[src/hw/texBufferPkg.sv]
// Texture buffer shared types

package texBufferPkg;

    localparam int PIXEL_WIDTH = 16;

    typedef logic [PIXEL_WIDTH - 1 : 0] pixel_t;

    // Q1.15, bit 15 is the integer part
    typedef logic [15 : 0] coord_t;

    // Q0.16 position inside the texel quad
    typedef logic [15 : 0] subCoord_t;

    // One-hot, 8'b00000001 is 2 px up to 8'b10000000 for 256 px
    typedef logic [7 : 0] sizeCode_t;

    // Linear texel address, {t index, s index}
    typedef logic [15 : 0] texAddr_t;

    // One stream word holds two horizontally neighbored texels
    typedef union packed
    {
        logic [31 : 0] raw;
        struct packed
        {
            pixel_t oddTexel;  // Column 2n + 1
            pixel_t evenTexel; // Column 2n
        } texels;
    } streamWord_u;

endpackage
[src/hw/texBufferIfs.sv]


//////////////////////////////////////////////////////////////////////
// Read addresses of the quad, row 0 and row 1 per bank
//////////////////////////////////////////////////////////////////////
interface bankAddrIf #(
    parameter int SIZE_LOG2 = 14
);
    localparam int BANK_ADDR_WIDTH = SIZE_LOG2 - 2;

    logic [BANK_ADDR_WIDTH - 1 : 0] addrEven0;
    logic [BANK_ADDR_WIDTH - 1 : 0] addrOdd0;
    logic [BANK_ADDR_WIDTH - 1 : 0] addrEven1;
    logic [BANK_ADDR_WIDTH - 1 : 0] addrOdd1;

    modport gen      (output addrEven0, output addrOdd0, output addrEven1, output addrOdd1);
    modport evenBank (input addrEven0, input addrEven1);
    modport oddBank  (input addrOdd0, input addrOdd1);
endinterface

//////////////////////////////////////////////////////////////////////
// Stage 0 to stage 1 metadata
//////////////////////////////////////////////////////////////////////
interface quadMetaIf;
    import texBufferPkg::*;

    logic      par00; // Column parity per texel, 1 is odd bank
    logic      par01;
    logic      par10;
    logic      par11;
    logic      clampSHit;
    logic      clampTHit;
    subCoord_t subS;
    subCoord_t subT;

    modport gen (
        output par00, output par01, output par10, output par11,
        output clampSHit, output clampTHit, output subS, output subT
    );
    modport sel (
        input par00, input par01, input par10, input par11,
        input clampSHit, input clampTHit, input subS, input subT
    );
endinterface

[src/hw/quadAddrGen.sv]
// Texel quad address generation
`timescale 1ns/10ps

module quadAddrGen #(
    parameter int SIZE_LOG2 = 14
)
(
    input  logic                    aclk,
    input  texBufferPkg::sizeCode_t textureSizeWidth,
    input  texBufferPkg::sizeCode_t textureSizeHeight,
    input  texBufferPkg::coord_t    texelS,
    input  texBufferPkg::coord_t    texelT,
    input  logic                    clampS,
    input  logic                    clampT,
    bankAddrIf.gen                  addr,
    quadMetaIf.gen                  meta
);
    import texBufferPkg::*;

    localparam int BANK_ADDR_WIDTH = SIZE_LOG2 - 2;

    // Index bits of an axis, 0 for a 1 px axis
    function automatic logic [3 : 0] indexBits(input sizeCode_t code);
        logic [3 : 0] bits;
        bits = 4'd0;
        for (int i = 0; i < 8; i++)
        begin
            if (code == (sizeCode_t'(1) << i))
            begin
                bits = 4'(i + 1);
            end
        end
        return bits;
    endfunction

    // One texel step in Q1.15
    function automatic coord_t stepOf(input logic [3 : 0] k);
        return (k == 4'd0) ? coord_t'(0) : (coord_t'(16'h8000) >> k);
    endfunction

    // Field [15-k .. 14], bit 15 dropped
    function automatic logic [7 : 0] indexOf(input coord_t c, input logic [3 : 0] k);
        return (k == 4'd0) ? 8'h0 : 8'(({1'b0, c[14 : 0]}) >> (4'd15 - k));
    endfunction

    // Remaining bits, left-justified
    function automatic subCoord_t fracOf(input coord_t c, input logic [3 : 0] k);
        return (k == 4'd0) ? subCoord_t'(0) : subCoord_t'(c << (k + 4'd1));
    endfunction

    logic [3 : 0] bitsS;
    logic [3 : 0] bitsT;
    coord_t       texelS1;      // Neighbor coordinates
    coord_t       texelT1;
    logic [7 : 0] idxS0;
    logic [7 : 0] idxS1;
    logic [7 : 0] idxT0;
    logic [7 : 0] idxT1;
    texAddr_t     addr00;
    texAddr_t     addr01;
    texAddr_t     addr10;
    texAddr_t     addr11;

    assign bitsS   = indexBits(textureSizeWidth);
    assign bitsT   = indexBits(textureSizeHeight);
    assign texelS1 = texelS + stepOf(bitsS);
    assign texelT1 = texelT + stepOf(bitsT);

    assign idxS0 = indexOf(texelS, bitsS);
    assign idxS1 = indexOf(texelS1, bitsS); // Wraps mod width
    assign idxT0 = indexOf(texelT, bitsT);
    assign idxT1 = indexOf(texelT1, bitsT);

    assign addr00 = (texAddr_t'(idxT0) << bitsS) | texAddr_t'(idxS0);
    assign addr01 = (texAddr_t'(idxT0) << bitsS) | texAddr_t'(idxS1);
    assign addr10 = (texAddr_t'(idxT1) << bitsS) | texAddr_t'(idxS0);
    assign addr11 = (texAddr_t'(idxT1) << bitsS) | texAddr_t'(idxS1);

    // Address bit 0 picks the bank, the rest is the bank row
    assign addr.addrEven0 = addr00[0] ? addr01[1 +: BANK_ADDR_WIDTH] : addr00[1 +: BANK_ADDR_WIDTH];
    assign addr.addrOdd0  = addr00[0] ? addr00[1 +: BANK_ADDR_WIDTH] : addr01[1 +: BANK_ADDR_WIDTH];
    assign addr.addrEven1 = addr10[0] ? addr11[1 +: BANK_ADDR_WIDTH] : addr10[1 +: BANK_ADDR_WIDTH];
    assign addr.addrOdd1  = addr10[0] ? addr10[1 +: BANK_ADDR_WIDTH] : addr11[1 +: BANK_ADDR_WIDTH];

    always_ff @(posedge aclk)
    begin
        meta.par00 <= addr00[0];
        meta.par01 <= addr01[0];
        meta.par10 <= addr10[0];
        meta.par11 <= addr11[0];

        // A hit is an overflow of the 16 bits or a carry into the integer bit
        meta.clampSHit <= clampS && ((texelS > texelS1) || (!texelS[15] && texelS1[15]));
        meta.clampTHit <= clampT && ((texelT > texelT1) || (!texelT[15] && texelT1[15]));

        meta.subS <= fracOf(texelS, bitsS);
        meta.subT <= fracOf(texelT, bitsT);
    end

endmodule

[src/flat_wrapper.sv]
// flat-port wrapper written by rule: the top's interface ports become plain ports
module quadAddrGen_flat import texBufferPkg::*;
#(
    parameter int SIZE_LOG2 = 14
)
  (aclk, textureSizeWidth, textureSizeHeight, texelS, texelT, clampS, clampT, addr_addrEven0, addr_addrOdd0, addr_addrEven1, addr_addrOdd1, meta_par00, meta_par01, meta_par10, meta_par11, meta_clampSHit, meta_clampTHit, meta_subS, meta_subT);
  bankAddrIf #(.SIZE_LOG2(SIZE_LOG2)) addr_i ();
  quadMetaIf meta_i ();
  input  logic aclk;
  input  texBufferPkg::sizeCode_t textureSizeWidth;
  input  texBufferPkg::sizeCode_t textureSizeHeight;
  input  texBufferPkg::coord_t texelS;
  input  texBufferPkg::coord_t texelT;
  input  logic clampS;
  input  logic clampT;
  output wire logic [$bits(addr_i.addrEven0)-1:0] addr_addrEven0;
  output wire logic [$bits(addr_i.addrOdd0)-1:0] addr_addrOdd0;
  output wire logic [$bits(addr_i.addrEven1)-1:0] addr_addrEven1;
  output wire logic [$bits(addr_i.addrOdd1)-1:0] addr_addrOdd1;
  output wire logic [$bits(meta_i.par00)-1:0] meta_par00;
  output wire logic [$bits(meta_i.par01)-1:0] meta_par01;
  output wire logic [$bits(meta_i.par10)-1:0] meta_par10;
  output wire logic [$bits(meta_i.par11)-1:0] meta_par11;
  output wire logic [$bits(meta_i.clampSHit)-1:0] meta_clampSHit;
  output wire logic [$bits(meta_i.clampTHit)-1:0] meta_clampTHit;
  output wire logic [$bits(meta_i.subS)-1:0] meta_subS;
  output wire logic [$bits(meta_i.subT)-1:0] meta_subT;
  assign addr_addrEven0 = addr_i.addrEven0;
  assign addr_addrOdd0 = addr_i.addrOdd0;
  assign addr_addrEven1 = addr_i.addrEven1;
  assign addr_addrOdd1 = addr_i.addrOdd1;
  assign meta_par00 = meta_i.par00;
  assign meta_par01 = meta_i.par01;
  assign meta_par10 = meta_i.par10;
  assign meta_par11 = meta_i.par11;
  assign meta_clampSHit = meta_i.clampSHit;
  assign meta_clampTHit = meta_i.clampTHit;
  assign meta_subS = meta_i.subS;
  assign meta_subT = meta_i.subT;
  quadAddrGen #(.SIZE_LOG2(SIZE_LOG2)) u_core (.aclk(aclk), .textureSizeWidth(textureSizeWidth), .textureSizeHeight(textureSizeHeight), .texelS(texelS), .texelT(texelT), .clampS(clampS), .clampT(clampT), .addr(addr_i), .meta(meta_i));
endmodule
[config.mk]
export PLATFORM = sky130hd
export DESIGN_NAME = quadAddrGen_flat
export DESIGN_NICKNAME = d
export VERILOG_FILES = /design/src/hw/texBufferPkg.sv /design/src/hw/texBufferIfs.sv /design/src/hw/quadAddrGen.sv /design/src/flat_wrapper.sv
export SDC_FILE = /design/constraint.sdc
export NUM_CORES = 1
export LEC_CHECK = 0
export ABC_CLOCK_PERIOD_IN_PS = 25500
export BUFFER_PORTS_ARGS = -buffer_cell sky130_fd_sc_hd__clkbuf_2
export CAP_MARGIN = 20
export CORE_MARGIN = 2
export CORE_UTILIZATION = 45
export DETAILED_ROUTE_END_ITERATION = 7
export GPL_ROUTABILITY_DRIVEN = 0
export PLACE_DENSITY = 0.76
export SLEW_MARGIN = 30
export SYNTH_ARGS = -nofsm -noshare
export SYNTH_HDL_FRONTEND = slang
export SYNTH_SLANG_ARGS = --single-unit
[constraint.sdc]
create_clock -name aclk -period 25.5 [get_ports aclk]
set_clock_uncertainty 0.05 [all_clocks]
set_input_delay 6.375 -clock aclk [delete_from_list [all_inputs] [get_ports aclk]]
set_output_delay 6.375 -clock aclk [all_outputs]
set_load 0.005 [all_outputs]
Word level (Yosys, flattened, before mapping). Cells that the tools add are included.

Output and inout port bits: 86. Flip-flop bits (word level): 38. Input bits: 51. Logic and storage cells: 82.

Bitwise operators: 4. Shift-type cells: 10. Magnitude comparators: 2. Equality and inequality tests: 16. Multiplexer cells: 26. Reductions and logical operators: 10. Add/subtract/negate cells: 6.

Operator list (number): >> shifter 15 x 4 -> 8 bit (4); OR 13 x 8 -> 13 bit (4); 2-to-1 mux 12 bit (4); adder 16 bit (2); greater-than comparator 16 bit (2); 2-to-1 mux 16 bit (2); 2-to-1 mux 8 bit (4); left shift 16 x 4 -> 16 bit (2); >> shifter 16 x 4 -> 16 bit (first input constant) (2); left shift 8 x 4 -> 13 bit (2); 2-to-1 mux 3 bit (8); equality test 8 x 1 -> 1 bit (second input constant) (2); equality test 8 x 2 -> 1 bit (second input constant) (2); equality test 8 x 3 -> 1 bit (second input constant) (2); equality test 8 x 4 -> 1 bit (second input constant) (2); equality test 8 x 5 -> 1 bit (second input constant) (2); equality test 8 x 6 -> 1 bit (second input constant) (2); equality test 8 x 7 -> 1 bit (second input constant) (2); equality test 8 bit (second input constant) (2); adder 4 x 1 -> 4 bit (second input constant) (2); zero test 4 bit (2); 2-to-1 mux 2 bit (4); 2-to-1 mux 4 bit (2); subtractor 4 bit (first input constant) (2); 4 further kinds (10).

Longest topological paths before layout.
Word-level depth: 17. Gate-level depth with buffers: 29. Depth with buffers taken out: 25.

Least setup slack after synthesis. No wires, ideal clock.

Kind: in2out. From: in textureSizeWidth[5]. To: out addr_addrEven1[2]. Required time: 19.075 ns. Path buffers: 4. Setup slack: 7.636 ns. Cell stages on the path: 23. Arrival: 11.439 ns. Path through: buf_6 -> or4_4 -> or4_1 -> buf_2 -> nand2_8 -> buf_1 -> clkbuf_1 -> ha_1 -> ha_1 -> and3_1 -> ha_1 -> inv_1 -> fa_1 -> nor2b_1 -> o31a_1 -> o21ai_0 -> a221o_1 -> xor2_1 -> mux2i_1 -> mux2_2 -> a22oi_1 -> mux2i_1 -> a31o_1.

Cells in the longest elaborated chain, start to end: 16. Elaborated cells on any way between the ends: 29. Those cells by class: 2 x add/sub; 8 x eq/ne; 4 x shift; 12 x mux; 2 x bitwise; 1 x reduce/logical.

Ends and longest elaborated chain: from (decl) (line flat_wrapper.sv:10) `input texBufferPkg::sizeCode_t textureSizeWidth;`; equality test 8 x 1 -> 1 bit (line quadAddrGen.sv:28) `if (code == (sizeCode_t'(1) << i))`; 2-to-1 mux 1 bit (line quadAddrGen.sv:28); 2-to-1 mux 2 bit (2 in series) (line quadAddrGen.sv:28); 2-to-1 mux 3 bit (4 in series) (line quadAddrGen.sv:28); 2-to-1 mux 4 bit (*) (line quadAddrGen.sv:28); >> shifter 16 x 4 -> 16 bit or zero test 4 bit (tied branches) (line quadAddrGen.sv:38, quadAddrGen.sv:43); 2-to-1 mux 16 bit (line quadAddrGen.sv:38) `return (k == 4'd0) ? coord_t'(0) : (coord_t'(16'h8000) >> k);`; adder 16 bit (line quadAddrGen.sv:66) `assign texelS1 = texelS + stepOf(bitsS);`; >> shifter 15 x 4 -> 8 bit (line quadAddrGen.sv:43) `return (k == 4'd0) ? 8'h0 : 8'(({1'b0, c[14 : 0]}) >> (4'd15 - k));`; 2-to-1 mux 8 bit (line quadAddrGen.sv:43); OR 13 x 8 -> 13 bit (line quadAddrGen.sv:77) `assign addr11 = (texAddr_t'(idxT1) << bitsS) | texAddr_t'(idxS1);`; 2-to-1 mux 12 bit (*) (line quadAddrGen.sv:82) `assign addr.addrEven1 = addr10[0] ? addr11[1 +: BANK_ADDR_WIDTH] : addr10[1 +: BANK_ADDR_WIDTH];`; to (decl) (line flat_wrapper.sv:18) `output wire logic [$bits(addr_i.addrEven1)-1:0] addr_addrEven1;`.

Every way passes the cells marked *; elsewhere a longest branch is shown, timed or not.

Worst setup path after layout.
From: in textureSizeHeight[3]. To: out addr_addrOdd1[2].

Cells in the longest elaborated chain, start to end: 17. Elaborated cells on any way between the ends: 27. Those cells by class: 2 x add/sub; 8 x eq/ne; 3 x shift; 11 x mux; 2 x bitwise; 1 x reduce/logical.

Ends and longest elaborated chain: from (decl) (line flat_wrapper.sv:11) `input texBufferPkg::sizeCode_t textureSizeHeight;`; equality test 8 x 1 -> 1 bit (line quadAddrGen.sv:28); 2-to-1 mux 1 bit (line quadAddrGen.sv:28); 2-to-1 mux 2 bit (2 in series) (line quadAddrGen.sv:28); 2-to-1 mux 3 bit (4 in series) (line quadAddrGen.sv:28); 2-to-1 mux 4 bit (*) (line quadAddrGen.sv:28); >> shifter 16 x 4 -> 16 bit or zero test 4 bit (tied branches) (line quadAddrGen.sv:38, quadAddrGen.sv:43); 2-to-1 mux 16 bit (line quadAddrGen.sv:38); adder 16 bit (line quadAddrGen.sv:67) `assign texelT1 = texelT + stepOf(bitsT);`; >> shifter 15 x 4 -> 8 bit (line quadAddrGen.sv:43); 2-to-1 mux 8 bit (*) (line quadAddrGen.sv:43); left shift 8 x 4 -> 13 bit (*) (line quadAddrGen.sv:76, quadAddrGen.sv:77); OR 13 x 8 -> 13 bit (on tied branches) (line quadAddrGen.sv:77, quadAddrGen.sv:76); 2-to-1 mux 12 bit (*) (line quadAddrGen.sv:83) `assign addr.addrOdd1 = addr10[0] ? addr10[1 +: BANK_ADDR_WIDTH] : addr11[1 +: BANK_ADDR_WIDTH];`; to (decl) (line flat_wrapper.sv:19) `output wire logic [$bits(addr_i.addrOdd1)-1:0] addr_addrOdd1;`.

Marked as above.

==> impl_metrics.py <==
metrics = {
    "pwr": {
        "power_frac_comb_pct": 36.2,
        "power_frac_clock_pct": 35.8,
        "power_switching_share_pct": 32.4,
        "leakage_nw": 3.78,
        "p_per_area_nw_per_um2": 27.8,
        "peakVddDrop_v": 0.0000312,
        "intPower_mw": 0.149,
        "total_power_mw": 0.221,
        "p_switching_mw": 0.0717,
        "power_frac_seq_pct": 28.0,
    },
    "cts": {
        "post_cts_resized": 0,
        "hold_buffers": 0,
        "cts_buffers": 5,
        "cts_buffer_depth": 2,
        "cts_tree": "yes",
        "cts.sinks": 38,
        "path_clk_slew_ns": 0.06,
        "clockRootBuffer": "clkbuf_16",
        "h-tree-depth": 2,
        "cts_setup_buffers": 0,
    },
    "logic_synthesis": {
        "synthCells": 975,
        "ys_ff_latch": 38,
        "synth_area_leaders": "ha_1, dfxtp_1, mux2i_1, a21oi_1, nand2_1",
        "synthesis.area_sq_um": 7110,
        "ys.warnings.count": 0,
        "netlist.area_leader.share_pct": 13.4,
        "synthFlopType": "dfxtp_1",
        "syn_avg_cell_area_sq_um": 7.29,
        "ys_seq_area_share_pct": 10.7,
        "synthDistinctLibCells": 73,
        "synth-async-reset-ratio_pct": 0,
        "synth_edf_count": 0,
        "yosys.area.top_type": "ha_1",
    },
    "floorplanning": {
        "coreArea_sq_um": 15300,
        "die-area_sq_um": 16800,
        "rows": 45,
        "die_width_microns": 130,
        "die-height_microns": 130,
        "initial_core_util_pct": 46.4,
        "ios": 137,
    },
    "layout": {
        "num_antenna_cells": 0,
        "final_cells": 1270,
        "final_common_cell": "clkbuf_2",
        "fillerInstances": 1537,
        "drive_gt1_share_pct": 17.2,
        "regArea_sq_um": 761,
        "layout.nets": 1187,
        "area_delta_synth_final_pct": 12.0,
        "multi_input_area_sq_um": 5890,
        "final_cell_mix": "clkbuf_2, nand2_1, nor2_1, a21oi_1, ha_1",
    },
    "critical_path": {
        "endpoint_kind": "output port",
        "arrival_ns": 12.15,
        "startpoint": "textureSizeHeight[3]",
        "startpoint_type": "input port",
        "worst-path-max-fanout": 28,
        "critical_path_class": "input port to output port",
        "required_ns": 19.08,
    },
    "timing": {
        "whs_ns": 6.25,
        "setup_viol": 0,
        "hold_violations": 0,
        "post-route-min-period_ns": 18.57,
        "rsz0062_at_grt": "no",
        "tns_ns": 0,
        "fin_crit_sh_pct": 72.8,
        "drv_slew": 0,
        "worst_pin_slew_ns": 0.926,
        "max_freq_ghz": 0.0538,
        "maxSlewHeadroom_pct": 37.8,
    },
    "job": {
        "maxCapViolCount": 0,
    },
    "grt": {
        "grt_util_all_layers_pct": 25.0,
        "grt_pass1_vias": 6986,
        "antenna_found_initial": 0,
        "grt_pass1_wl_microns": 34600,
        "grt_overflow": 0,
        "grt_max_degree": 54,
    },
    "drt": {
        "num_vias": 7872,
        "dr.pass1.iters": 5,
        "route.detailed.drc": 0,
        "wl_per_cell_microns": 17.2,
        "vias_per_cell": 6.20,
        "ant_nets": 0,
        "drt_iter0_drc": 920,
        "postRouteWirelength_microns": 21900,
    },
    "worst_hold_path": {
        "worstHoldStart": "clampT",
        "hp-class": "input port to flop",
    },
    "placed_design": {
        "dp_cells": 1262,
        "io_buffer_count": 136,
        "dp_hpwl_microns": 17200,
    },
    "run_status": {
        "outcome": "finished, final reports clean",
    },
}
## cell type report
cell class	count	share of cell area [%]
multi-input cells	839	74.0
flip-flops and latches	38	9.56
repair buffers	143	9.21
well taps	211	3.32
clock buffers	5	1.57
inverters	31	1.46
clock inverters	3	0.865
## routing by layer
layer	vias to the layer above	global-route usage (%)	part of all wire [%]
met4	0	8.73	3.0
li1	3775	-	-
met2	446	39.9	45
met1	3588	35.2	43
met3	63	2.31	8.8
met5	-	0	0
## through the flow
stage | utilization (%) | instance area [sq um] | worst slack, ns
global route | 52.0 | 7960 | 6.43
floorplan | - | 7140 | 7.64
CTS | 52.0 | 7960 | 7.11
finish | 52.0 | 7960 | 6.93
global placement | 50.7 | 7760 | 7.17
detailed placement | 50.7 | 7760 | 7.11
## logic make-up after synthesis
group	share of synthesized area [%]
AO/OA/AOI/OAI	28.5
XOR/XNOR	4.31
adder cells (fa/ha/maj)	13.9
buffers and inverters	6.92
flip-flops	10.7
multiplexers	13.5
other	0.106
AND/OR/NAND/NOR	22.0
## power groups by stage
stage	combinational (mW)	clock (mW)	sequential, mW
floorplan	0.0539	0	0.0632
global placement	0.0768	0	0.0631
detailed placement	0.0778	0	0.0631
CTS	0.0783	0.0803	0.0618
global route	0.0887	0.0838	0.0619
finish	0.0800	0.0792	0.0618
## state kept, by name (all words and copies together) (netlist names)
name                   cells
u_core.meta.subT          16
u_core.meta.clampTHit      1
u_core.meta.clampSHit      1
u_core.meta.par11          1
u_core.meta.par01          1
u_core.meta.par10          1
u_core.meta.subS          16
u_core.meta.par00          1
## synth_stat cells (all sizes together) (8+ instances only)
| master | number |
|---|---|
| o221ai | 8 |
| nand4 | 12 |
| buf | 31 |
| o211ai | 9 |
| and2 | 14 |
| nand2b | 16 |
| and3 | 10 |
| mux2 | 13 |
| xor2 | 16 |
| clkbuf | 44 |
| dfxtp | 38 |
| a21o | 25 |
| a21oi | 79 |
| or3 | 10 |
| nor3 | 14 |
| mux2i | 72 |
| inv | 29 |
| a211oi | 17 |
| nand2 | 97 |
| nor2b | 9 |
| nand3 | 24 |
| ha | 76 |
| a22oi | 8 |
| o21ai | 58 |
| o22ai | 27 |
| nor4 | 10 |
| xnor2 | 19 |
| a31oi | 19 |
| nor2 | 80 |
## final timing paths
| kind | endpoint | slack [ns] | cells after the start |
|---|---|---|---|
| worst min-delay path | u_core.meta.clampTHit | 6.25 | 2 |
| worst max-delay path | addr_addrOdd1[2] | 6.93 | 21 |
## critical path, stage by stage
cell      delay (ns)
clkbuf_2        0.15
nor4_1          0.48
nand3_1         0.31
nand2_1         0.13
buf_4           0.32
inv_2           0.31
ha_1            0.39
a21oi_1         0.18
and2_1          0.15
ha_1            0.31
a21o_1          0.24
a221o_1         0.32
a221o_1         0.32
or3_1           0.33
nand2_1         0.22
o32ai_1         0.13
o31ai_2         0.66
nor2_1          0.07
or3_1           0.38
a31o_1          0.24
clkbuf_2        0.10
No activity file was read; power rests on OpenSTA's default activity.
