`src/hw/texBufferPkg.sv`:
```
// Texture buffer shared types

package texBufferPkg;

    localparam int PIXEL_WIDTH = 16;

    typedef logic [PIXEL_WIDTH - 1 : 0] pixel_t;

    // Q1.15, bit 15 is the integer part
    typedef logic [15 : 0] coord_t;

    // Q0.16 position inside the texel quad
    typedef logic [15 : 0] subCoord_t;

    // One-hot, 8'b00000001 is 2 px up to 8'b10000000 for 256 px
    typedef logic [7 : 0] sizeCode_t;

    // Linear texel address, {t index, s index}
    typedef logic [15 : 0] texAddr_t;

    // One stream word holds two horizontally neighbored texels
    typedef union packed
    {
        logic [31 : 0] raw;
        struct packed
        {
            pixel_t oddTexel;  // Column 2n + 1
            pixel_t evenTexel; // Column 2n
        } texels;
    } streamWord_u;

endpackage
```
`src/hw/texBufferIfs.sv`:
```


//////////////////////////////////////////////////////////////////////
// Stage 0 to stage 1 metadata
//////////////////////////////////////////////////////////////////////
interface quadMetaIf;
    import texBufferPkg::*;

    logic      par00; // Column parity per texel, 1 is odd bank
    logic      par01;
    logic      par10;
    logic      par11;
    logic      clampSHit;
    logic      clampTHit;
    subCoord_t subS;
    subCoord_t subT;

    modport gen (
        output par00, output par01, output par10, output par11,
        output clampSHit, output clampTHit, output subS, output subT
    );
    modport sel (
        input par00, input par01, input par10, input par11,
        input clampSHit, input clampTHit, input subS, input subT
    );
endinterface

```
`src/hw/quadSelect.sv`:
```
// Texel quad select and clamp
`timescale 1ns/10ps

module quadSelect
(
    input  logic                    aclk,
    quadMetaIf.sel                  meta,
    input  texBufferPkg::pixel_t    dataEven0,
    input  texBufferPkg::pixel_t    dataOdd0,
    input  texBufferPkg::pixel_t    dataEven1,
    input  texBufferPkg::pixel_t    dataOdd1,
    output texBufferPkg::pixel_t    texel00,
    output texBufferPkg::pixel_t    texel01,
    output texBufferPkg::pixel_t    texel10,
    output texBufferPkg::pixel_t    texel11,
    output texBufferPkg::subCoord_t subCoordS,
    output texBufferPkg::subCoord_t subCoordT
);
    import texBufferPkg::*;

    pixel_t sel00;
    pixel_t sel01;
    pixel_t sel10;
    pixel_t sel11;
    pixel_t clamp01;
    pixel_t clamp10;
    pixel_t clamp11;

    //////////////////////////////////////////////////////////////////////
    // Bank select
    //////////////////////////////////////////////////////////////////////
    assign sel00 = meta.par00 ? dataOdd0 : dataEven0;
    assign sel01 = meta.par01 ? dataOdd0 : dataEven0;
    assign sel10 = meta.par10 ? dataOdd1 : dataEven1;
    assign sel11 = meta.par11 ? dataOdd1 : dataEven1;

    //////////////////////////////////////////////////////////////////////
    // Edge clamp
    //////////////////////////////////////////////////////////////////////
    assign clamp01 = meta.clampSHit ? sel00 : sel01;
    assign clamp10 = meta.clampTHit ? sel00 : sel10;

    // Both hits collapse the quad onto texel00
    assign clamp11 = meta.clampSHit ? clamp10 :
                     meta.clampTHit ? sel01 : sel11;

    always_ff @(posedge aclk)
    begin
        texel00   <= sel00;
        texel01   <= clamp01;
        texel10   <= clamp10;
        texel11   <= clamp11;
        subCoordS <= meta.subS;
        subCoordT <= meta.subT;
    end

endmodule

```
`src/flat_wrapper.sv`:
```
// flat-port wrapper written by rule: the top's interface ports become plain ports
module quadSelect_flat import texBufferPkg::*;
  (aclk, dataEven0, dataOdd0, dataEven1, dataOdd1, texel00, texel01, texel10, texel11, subCoordS, subCoordT, meta_par00, meta_par01, meta_par10, meta_par11, meta_clampSHit, meta_clampTHit, meta_subS, meta_subT);
  quadMetaIf meta_i ();
  input  logic aclk;
  input  texBufferPkg::pixel_t dataEven0;
  input  texBufferPkg::pixel_t dataOdd0;
  input  texBufferPkg::pixel_t dataEven1;
  input  texBufferPkg::pixel_t dataOdd1;
  output texBufferPkg::pixel_t texel00;
  output texBufferPkg::pixel_t texel01;
  output texBufferPkg::pixel_t texel10;
  output texBufferPkg::pixel_t texel11;
  output texBufferPkg::subCoord_t subCoordS;
  output texBufferPkg::subCoord_t subCoordT;
  input wire logic [$bits(meta_i.par00)-1:0] meta_par00;
  input wire logic [$bits(meta_i.par01)-1:0] meta_par01;
  input wire logic [$bits(meta_i.par10)-1:0] meta_par10;
  input wire logic [$bits(meta_i.par11)-1:0] meta_par11;
  input wire logic [$bits(meta_i.clampSHit)-1:0] meta_clampSHit;
  input wire logic [$bits(meta_i.clampTHit)-1:0] meta_clampTHit;
  input wire logic [$bits(meta_i.subS)-1:0] meta_subS;
  input wire logic [$bits(meta_i.subT)-1:0] meta_subT;
  assign meta_i.par00 = meta_par00;
  assign meta_i.par01 = meta_par01;
  assign meta_i.par10 = meta_par10;
  assign meta_i.par11 = meta_par11;
  assign meta_i.clampSHit = meta_clampSHit;
  assign meta_i.clampTHit = meta_clampTHit;
  assign meta_i.subS = meta_subS;
  assign meta_i.subT = meta_subT;
  quadSelect u_core (.aclk(aclk), .meta(meta_i), .dataEven0(dataEven0), .dataOdd0(dataOdd0), .dataEven1(dataEven1), .dataOdd1(dataOdd1), .texel00(texel00), .texel01(texel01), .texel10(texel10), .texel11(texel11), .subCoordS(subCoordS), .subCoordT(subCoordT));
endmodule
```
`config.mk`:
```
export PLATFORM = sky130hd
export DESIGN_NAME = quadSelect_flat
export DESIGN_NICKNAME = d
export VERILOG_FILES = /design/src/hw/texBufferPkg.sv /design/src/hw/texBufferIfs.sv /design/src/hw/quadSelect.sv /design/src/flat_wrapper.sv
export SDC_FILE = /design/constraint.sdc
export NUM_CORES = 1
export LEC_CHECK = 0
export BUFFER_PORTS_ARGS = -buffer_cell sky130_fd_sc_hd__buf_2
export CAP_MARGIN = 10
export CORE_MARGIN = 2
export CORE_UTILIZATION = 37
export DETAILED_ROUTE_END_ITERATION = 8
export GPL_TIMING_DRIVEN = 0
export PLACE_DENSITY = 0.8
export SKIP_CTS_REPAIR_TIMING = 1
export SLEW_MARGIN = 20
export SYNTH_ARGS = -nofsm -noshare
export SYNTH_HDL_FRONTEND = slang
export SYNTH_SLANG_ARGS = --single-unit
```
`constraint.sdc`:
```
create_clock -name aclk -period 1.73 [get_ports aclk]
set_input_delay 0.346 -clock aclk [delete_from_list [all_inputs] [get_ports aclk]]
set_output_delay 0.346 -clock aclk [all_outputs]
set_load 0.01 [all_outputs]
```
### After elaboration in Yosys (flattened, before gate mapping)

Cells that the tools add are included.

| storage, ports and cells | value |
|---|---|
| flip-flop bits (word level) | 96 |
| input port bits | 103 |
| word-level logic and storage cells | 14 |

| operators by class | value |
|---|---|
| mux-type cells | 8 |

Operators with widths:

| operator | count |
|---|---|
| 2-to-1 mux 16 bit | 8 |

### Depth between registers and ports, before layout

Gate-level depths: netlist of run 1.

| logic depth | value |
|---|---|
| word-level depth | 3 |
| depth in mapped cells | 5 |

### Worst setup path before layout of run 1

No wires, ideal clock.

| timing | value |
|---|---|
| kind | input-to-reg |
| start point | input meta_par10 |
| end point | register u_core.texel11[10] |
| arrival time | 1.657 ns |
| setup time | 0.121 ns |
| buffers on the path | 2 |
| path slack | -0.048 ns |
| stages on the path | 5 |
| data required time | 1.609 ns |
| path through | buf_2 mux2i_2 buf_4 mux2_2 mux2_2 |

| on the way | value |
|---|---|
| cells in the longest elaborated chain, start to end | 3 |

RTL lines:

| item | line | RTL |
|---|---|---|
| start, declared | flat_wrapper.sv:18 | `input wire logic [$bits(meta_i.par10)-1:0] meta_par10;` |
| 2-to-1 mux 16 bit | quadSelect.sv:34 | `assign sel10 = meta.par10 ? dataOdd1 : dataEven1;` |
| 2-to-1 mux 16 bit | quadSelect.sv:41 | `assign clamp10 = meta.clampTHit ? sel00 : sel10;` |
| 2-to-1 mux 16 bit | quadSelect.sv:44 | `assign clamp11 = meta.clampSHit ? clamp10 :` |
| via u_core.clamp11[10] | quadSelect.sv:27 | `pixel_t clamp11;` |
| end signal, assigned | quadSelect.sv:52 | `texel11 <= clamp11;` |
| end, declared | quadSelect.sv:15 | `output texBufferPkg::pixel_t texel11,` |

The timed path passes the listed nets, and every way through them passes these cells.

### Worst setup path in the final report of run 1

| timing | value |
|---|---|
| start point | input meta_clampSHit |
| end point | register u_core.texel11[10] |

| on the way | value |
|---|---|
| cells in the longest elaborated chain, start to end | 1 |

RTL lines:

| item | line | RTL |
|---|---|---|
| start, declared | flat_wrapper.sv:20 | `input wire logic [$bits(meta_i.clampSHit)-1:0] meta_clampSHit;` |
| 2-to-1 mux 16 bit | quadSelect.sv:44 |  |
| via u_core.clamp11[10] | quadSelect.sv:27 |  |

The timed path passes the listed nets, and every way through them passes these cells.

==> results of run 1 <==
==> worst paths after layout <==
| check | from | end | slack, ns | depth (start not counted) |
|---|---|---|---|---|
| worst max-delay path | meta_clampSHit | u_core.texel11[10] | 0.07 | 5 |
| worst min-delay path | meta_subT[8] | u_core.subCoordT[8] | 0.09 | 1 |
==> flip-flops by register name (all words and copies together), names as in the netlist <==
| signal | cells |
|---|---|
| u_core.subCoordS | 16 |
| u_core.subCoordT | 16 |
| u_core.texel00 | 16 |
| u_core.texel01 | 16 |
| u_core.texel10 | 16 |
| u_core.texel11 | 16 |
==> per-stage QoR <==
step	std cells	hold slack, ns
4_1_cts	535	0.0614
3_5_place_dp	519	0.450
2_1_floorplan	221	0.374
3_3_place_gp	519	0.448
6_report	535	0.0863
5_1_grt	535	0.0486
==> cell families (layout without fill, tap and decap cells) <==
logic type / Yosys count / in the layout / synth area share [%]
flops: 96 / 96 / 63.5
compound gates: 16 / 16 / 2.65
mux: 82 / 82 / 30.0
simple gates: 16 / 16 / 1.99
buf+inv: 11 / 223 / 1.78
==> synth_stat cells <==
library cell | number | area [um^2]
buf_1 | 1 | 3.75
buf_2 | 4 | 20.0
buf_4 | 2 | 15.0
clkbuf_1 | 3 | 11.3
clkinv_1 | 1 | 3.75
dfxtp_1 | 96 | 1920
mux2_1 | 11 | 124
mux2_2 | 53 | 597
mux2i_1 | 16 | 160
mux2i_2 | 2 | 27.5
nand2_1 | 16 | 60.1
o21ai_0 | 16 | 80.1
==> area by class of cell <==
| cell class | instances | area [um^2] | share of cell area, % |
|---|---|---|---|
| flip-flops and latches | 96 | 1920 | 44.2 |
| multi-input cells | 114 | 1070 | 24.5 |
| repair buffers | 196 | 981 | 22.6 |
| clock buffers | 10 | 138 | 3.17 |
| well taps | 102 | 128 | 2.94 |
| clock inverters | 6 | 57.6 | 1.32 |
| plain buffers | 10 | 50.0 | 1.15 |
| inverters | 1 | 3.75 | 0.0864 |
==> critical path, cell delays in order <==
cell	delay, ns
buf_2	0.15
mux2i_4	0.44
buf_4	0.31
mux2_1	0.38
mux2_2	0.26
==> per-layer routing <==
layer | vias to the layer above | part of all wire (%)
met3 | 8 | 8.9
li1 | 1180 | -
met4 | 0 | 0.96
met2 | 120 | 50
met5 | - | 0
met1 | 1112 | 40
==> where the power goes <==
group,switching [uW],leakage [uW],total (uW),internal (uW)
registers,45.2,0.000810,2440,2390
clock network,827,0.000101,1430,599
logic,359,0.00122,727,367
total,1230,0.00213,4590,3360
==> impl_metrics.csv, run 1 <==
group,metric,value,unit
floorplan,fp-row-count,32,
placement,portBuffers,196,
clock_tree,cts_root_buffer,"clkbuf_8",
synth,postSynthAreaPerCell,13.7,um^2
clock_tree,cts_made_buffers,9,
clock_tree,cts_buffer_depth,2,
sta,fin_crit,1.66,ns
placement,place.gp.congestion,0.767,
placement,place_area,4150,um^2
detailed_routing,viasPerCell,4.52,
synth,syn_nets,324,
global_route,grt_usage,19.1,%
finish,nets,531,
finish,area_delta_synth_final,43.7,%
floorplan,dieArea,8910,um^2
sta,slew_viol_final,0,
global_route,met2_usage,33.8,%
floorplan,die_width,94.4,um
worst_setup_path,worstSetupPathType,"primary input to flop",
worst_setup_path,critPathArrivalTime,1.90,ns
detailed_routing,wire_per_inst,16.0,um
floorplan,core,7810,um^2
floorplan,start_util,38.7,%
floorplan,fp.dieH,94.4,um
min_path,hp-class,"primary input to flop",
synth,synth-seq-cells,96,
pwr,vdd_drop_max,385,uV
placement,dpl.hpwl,6450,um
floorplan,num_io_pins,199,
synth,syn_inst,221,
finish,final_common_cell,"buf_2",
detailed_routing,drc,0,
worst_setup_path,cp.required,1.97,ns
detailed_routing,wirelength,8570,um
finish,filler_cell_count,700,
sta,fin_ws,0.0697,ns
outcome,outcome,"complete, no violations",
detailed_routing,vias,2420,
global_route,grt.busiest_layer,"met2",
worst_setup_path,worst_setup_path_end_kind,"flop",
sta,fin_tns_setup,0,ns
pwr,total_power,4590,uW
finish,final_area,4350,um^2
global_route,use_met3,6.07,%
placement,dp_slack,-0.311,ns
global_route,grt_use_met1,22.0,%
global_route,overflow,0,
detailed_routing,drtIter0Drc,27,
detailed_routing,first_pass_iters,4,
synth,ys_seq_area_share,63.5,%
flow_run,drv_cap,0,
sta,max-slew-margin-rel,48.0,%
pwr,p_leak,0.00213,uW
sta,max_freq,602,MHz
global_route,antenna_found_initial,0,
finish,final_cell_mix,"buf_2, dfxtp_1, mux2_2",
clock_tree,ctsHtreeMaxLevel,3,
worst_setup_path,startpoint_type,"primary input",
finish,final_util,55.7,%
sta,min_period_over_period,96.0,%
finish,drive_gt1_share,63.0,%
clock_tree,clkTransAtPathRegs,0.10,ns
worst_setup_path,crit_path_max_fanout,10,
clock_tree,cts_sinks,96,
clock_tree,cts_tree,"done",
synth,netlist_area,3020,um^2
global_route,grt_pass1_vias,2574,
finish,diodes,0,
synth,synth_cell_types,12,
sta,finalHoldViolCount,0,
sta,worst_pin_slew,0.780,ns
global_route,grt_max_degree,19,
pwr,power_density,1060,nW/um^2
sta,setup_viol,0,
detailed_routing,ant_nets,0,
synth,yosysWarningCount,0,
sta,grt_setup_unrepaired,"false",
global_route,grt_pass1_wl,12600,um
(Power assumes the default switching activity.)
==> inputs of run 2 (changes only) <==
Settings changed: GPL_TIMING_DRIVEN 0 to default.
==> impl_metrics.csv, run 2 (synthesized netlist as in run 1, its figures left out) <==
group,metric,value,unit
pwr,seq_power_share,54.0,%
clock_tree,ctsHtreeMaxLevel,3,
floorplan,dieArea,8910,um^2
global_route,grt_max_degree,33,
detailed_routing,drtIter0Drc,69,
floorplan,die_width,94.4,um
pwr,switching_share,26.4,%
detailed_routing,ant_nets,0,
flow_run,drv_cap,0,
detailed_routing,drc,0,
pwr,pwr-share-comb,16.4,%
worst_setup_path,crit_path_cell_trace,"buf_2, mux2i_4, buf_12, mux2_2, mux2_2",
floorplan,core,7810,um^2
pwr,total_power,4520,uW
worst_setup_path,slowest_stage,"mux2_2",
worst_setup_path,cp.required,1.97,ns
min_path,hp-class,"primary input to flop",
worst_setup_path,cpMostUsedCell,"mux2_2",
pwr,vdd_drop_max,458,uV
placement,portBuffers,198,
sta,worst_pin_slew,0.717,ns
pwr,p_int,3320,uW
clock_tree,clkTransAtPathRegs,0.10,ns
sta,setup_viol,0,
global_route,grt_usage,18.2,%
clock_tree,cts_made_buffers,9,
finish,final_area,4380,um^2
floorplan,fp.dieH,94.4,um
worst_setup_path,max_stage_delay,0.36,ns
global_route,grt_pass1_wl,12100,um
worst_setup_path,crit_path_max_fanout,13,
finish,nets,531,
detailed_routing,wirelength,8340,um
pwr,p_switching,1200,uW
pwr,power_density,1030,nW/um^2
worst_setup_path,worst_setup_path_end_kind,"flop",
worst_setup_path,path_delay_family,"multiplexers",
sta,grt_setup_unrepaired,"false",
clock_tree,cts_tree,"done",
sta,max_freq,738,MHz
detailed_routing,viasPerCell,4.49,
finish,drive_gt1_share,63.7,%
clock_tree,cts_buffer_depth,2,
worst_setup_path,worstSetupPathType,"primary input to flop",
min_path,whs_endpoint,"u_core.subCoordT[8]",
detailed_routing,first_pass_iters,5,
pwr,p_clk_share,29.6,%
global_route,grt_pass1_vias,2444,
finish,final_cell_mix,"buf_2, dfxtp_1, mux2_2",
worst_setup_path,startpoint_type,"primary input",
detailed_routing,wire_per_inst,15.6,um
finish,diodes,0,
outcome,outcome,"complete, no violations",
global_route,overflow,0,
floorplan,num_io_pins,199,
placement,place.gp.congestion,0.761,
min_path,min_from,"meta_subT[8]",
placement,dp.cells,519,
sta,min_period_over_period,78.3,%
finish,layout.cells.non_filler,535,
floorplan,fp-row-count,32,
worst_setup_path,critPathBufInv,2,
placement,dpl.hpwl,6370,um
global_route,antenna_found_initial,0,
placement,place_area,4200,um^2
detailed_routing,vias,2401,
clock_tree,cts_root_buffer,"clkbuf_8",
sta,finalHoldViolCount,0,
finish,area_delta_synth_final,44.7,%
finish,final_common_cell,"buf_2",
min_path,hold_depth,1,
sta,max-slew-margin-rel,51.9,%
worst_setup_path,critPathArrivalTime,1.60,ns
sta,fin_crit,1.35,ns
finish,filler_cell_count,718,
sta,slew_viol_final,0,
clock_tree,cts_sinks,96,
floorplan,start_util,38.7,%
pwr,p_leak,0.00214,uW
==> run 2: changes by cell type in the layout (fill, tap and decap cells not counted), moves of 2 or more <==
cell / delta
clkbuf_1: -2
buf_2: -2
buf_4: +4
clkinvlp_4: +3
buf_12: +2
inv_6: -2
==> run 2: metal layers <==
metal  share of wire [%]  wire length, um  vias to the layer above  global-route usage [%]
li1                    -                -                     1179                       -
met1                  37             3080                     1099                    18.8
met2                  52             4370                      118                    34.2
met3                 9.9              822                        5                    7.66
met4                0.78               65                        0                    3.86
met5                   0                0                        -                       0
==> run 2: power groups by stage <==
stage,registers (uW),clock network (uW),logic (uW)
2_1_floorplan,2590,0,250
3_3_place_gp,2490,0,730
3_5_place_dp,2490,0,749
4_1_cts,2440,1380,752
5_1_grt,2460,1480,807
6_report,2440,1340,743
==> run 2: metrics by stage <==
stage	setup TNS, ns	util [%]	setup WS [ns]	hold slack, ns
floorplan	0	-	0.0635	0.374
global placement	0	53.7	0.0609	0.448
detailed placement	-0.0264	53.7	-0.0221	0.450
CTS	0	56.1	0.376	0.0662
global route	0	56.1	0.325	0.0483
finish	0	56.1	0.375	0.0824
==> run 2: layout make-up <==
class	count	area, um^2	area share, %
clock buffer	10	128	2.92
clock inverter	6	53.8	1.23
inverter	1	3.75	0.0858
multi-input combinational	114	1070	24.4
sequential	96	1920	43.9
tap	102	128	2.92
timing repair buffer	206	1080	24.6
==> run 2: how the worst max path moves through the flow <==
| stage | startpoint | to | depth (start not counted) |
|---|---|---|---|
| after floorplan | meta_par10 | u_core.texel11[10] | 5 |
| after global placement | meta_clampSHit | u_core.texel11[12] | 5 |
| after detailed placement | meta_clampSHit | u_core.texel11[1] | 5 |
| after CTS | meta_clampSHit | u_core.texel11[1] | 5 |
| after global routing | meta_clampSHit | u_core.texel11[11] | 5 |
| final | meta_clampSHit | u_core.texel11[1] | 5 |
==> inputs of run 3 (changes only) <==
Settings changed: ABC_AREA from default to 1, CORE_UTILIZATION 37 to 44, PLACE_DENSITY 0.8 to 0.84.
Clock period 1.73 ns to 1.4 ns, I/O delays scaled along.
==> impl_metrics.csv, run 3 <==
group,metric,value,unit
synth,yosys.area.top_type,"dfxtp_1",
synth,synth_most_common_cell,"nand2_1",
floorplan,core,8090,um^2
worst_setup_path,cp.required,1.12,ns
synth,synth_top_cell_area_share,53.2,%
synth,yosys-top-cells-count,"nand2_1, nand3_1, dfxtp_1",
synth,postSynthAreaPerCell,8.36,um^2
sta,fin_ws,0.277,ns
worst_setup_path,startpoint_type,"flop",
detailed_routing,wire_per_inst,15.2,um
synth,ys_seq_area_share,53.2,%
clock_tree,ctsHtreeMaxLevel,3,
placement,dp_slack,0.0576,ns
detailed_routing,drc,0,
sta,fin_crit,1.12,ns
pwr,vdd_drop_max,533,uV
sta,setup_viol,0,
clock_tree,cts_buffer_depth,2,
global_route,grt.busiest_layer,"met2",
synth,syn_inst,432,
flow_run,drv_cap,0,
finish,final_common_cell,"buf_2",
global_route,grt_usage,23.6,%
global_route,met2_usage,43.3,%
sta,max-slew-margin-rel,72.1,%
sta,finalHoldViolCount,0,
sta,slew_viol_final,0,
detailed_routing,first_pass_iters,4,
clock_tree,cts_made_buffers,9,
worst_setup_path,worst_setup_path_end_kind,"primary output",
min_path,min_from,"meta_subT[11]",
synth,yosysWarningCount,0,
finish,filler_cell_count,691,
sta,min_period_over_period,80.2,%
floorplan,fp-row-count,33,
clock_tree,clkTransAtPathRegs,0.09,ns
synth,synth_top_flop_cell,"dfxtp_1",
worst_setup_path,slowest_stage,"dfxtp_1",
global_route,grt_max_degree,33,
worst_setup_path,crit_path_max_fanout,1,
detailed_routing,ant_nets,0,
clock_tree,cts_sinks,96,
finish,diodes,0,
finish,final_util,61.0,%
clock_tree,cts_root_buffer,"clkbuf_8",
worst_setup_path,max_stage_delay,0.36,ns
min_path,hp-class,"primary input to flop",
clock_tree,cts_tree,"done",
placement,dp.cells,715,
global_route,grt_pass1_wl,16100,um
outcome,outcome,"complete, no violations",
finish,layout.cells.non_filler,747,
worst_setup_path,path_delay_family,"flip-flops",
detailed_routing,viasPerCell,4.98,
detailed_routing,vias,3719,
synth,synth_cell_types,13,
floorplan,fp.dieH,94.6,um
floorplan,dieArea,8950,um^2
detailed_routing,wirelength,11400,um
synth,synth-seq-cells,96,
synth,netlist_area,3610,um^2
finish,drive_gt1_share,38.2,%
sta,grt_setup_unrepaired,"false",
detailed_routing,drtIter0Drc,166,
floorplan,start_util,44.6,%
global_route,use_met3,6.94,%
synth,syn_nets,535,
synth,async_reset_ff_share,0,%
sta,worst_pin_slew,0.419,ns
finish,final_cell_mix,"buf_2, nand2_1, nand3_1",
floorplan,num_io_pins,199,
sta,max_freq,891,MHz
placement,place.gp.congestion,0.855,
finish,area_delta_synth_final,36.8,%
worst_setup_path,critPathArrivalTime,0.84,ns
pwr,p_leak,0.00256,uW
worst_setup_path,critPathBufInv,1,
sta,fin_tns_setup,0,ns
pwr,power_density,1180,nW/um^2
worst_setup_path,path_depth,1,
synth,synth_edf_count,0,
synth,synthTopCellsByArea,"dfxtp_1, nand3_1, nand2_1, o21a_1, and2_1",
placement,dpl.hpwl,8290,um
placement,portBuffers,198,
floorplan,die_width,94.6,um
worst_setup_path,crit_path_cell_trace,"buf_2",
global_route,grt_use_met1,24.6,%
global_route,overflow,0,
finish,nets,741,
global_route,antenna_found_initial,0,
worst_setup_path,worstSetupPathType,"flop to primary output",
worst_setup_path,startpoint,"u_core.texel01[10]",
global_route,grt_pass1_vias,3505,
worst_setup_path,endpoint,"texel01[10]",
## run 3: cell types whose count changed after synthesis, moves of 16 or more
cell | previous run | this run
and2_1 | 0 | 16
nand2_1 | 16 | 140
mux2_2 | 53 | 0
o21a_1 | 0 | 16
nand3_1 | 0 | 112
nand2_2 | 0 | 16
mux2i_1 | 16 | 0
o21ai_0 | 16 | 0
## run 3: cells by family after synthesis
group / after synthesis / synth area share (%)
compound gates: 16 / 3.33
buf+inv: 32 / 6.62
flops: 96 / 53.2
simple gates: 288 / 36.9
## run 3: worst min path at each step
stage,endpoint,slack [ns],cells after the start
floorplan,u_core.subCoordS[0],0.31,0
global placement,u_core.subCoordS[11],0.38,1
detailed placement,u_core.subCoordS[12],0.38,1
CTS,u_core.subCoordT[15],-0.002,1
global route,u_core.subCoordS[8],-0.006,1
finish,u_core.subCoordT[11],0.02,1
## run 3: layout make-up
type | count | area, um^2 | area share (%)
Tap cell | 105 | 131 | 2.66
Timing Repair Buffer | 221 | 1230 | 24.9
Clock inverter | 6 | 52.6 | 1.06
Sequential cell | 96 | 1920 | 38.9
Multi-Input combinational cell | 304 | 1450 | 29.4
Clock buffer | 9 | 124 | 2.51
Inverter | 6 | 27.5 | 0.557
## run 3: per-stage QoR
step	hold slack, ns	cell area (um^2)	power [uW]
global route	-0.00598	4940	6080
detailed placement	0.384	4590	4160
global placement	0.382	4590	4130
finish	0.0227	4940	5820
CTS	-0.00165	4770	5820
floorplan	0.308	3610	3670
## run 3: report_power, final
part / switching, uW / internal, uW / total (uW)
clock network: 1020 / 665 / 1690
registers: 62.2 / 2960 / 3020
logic: 631 / 481 / 1110
## run 3: per-layer routing
layer / vias to the layer above / routed length (um)
met5: - / 0
met4: 0 / 221
met3: 21 / 994
met2: 210 / 5950
met1: 1671 / 4210
li1: 1817 / -
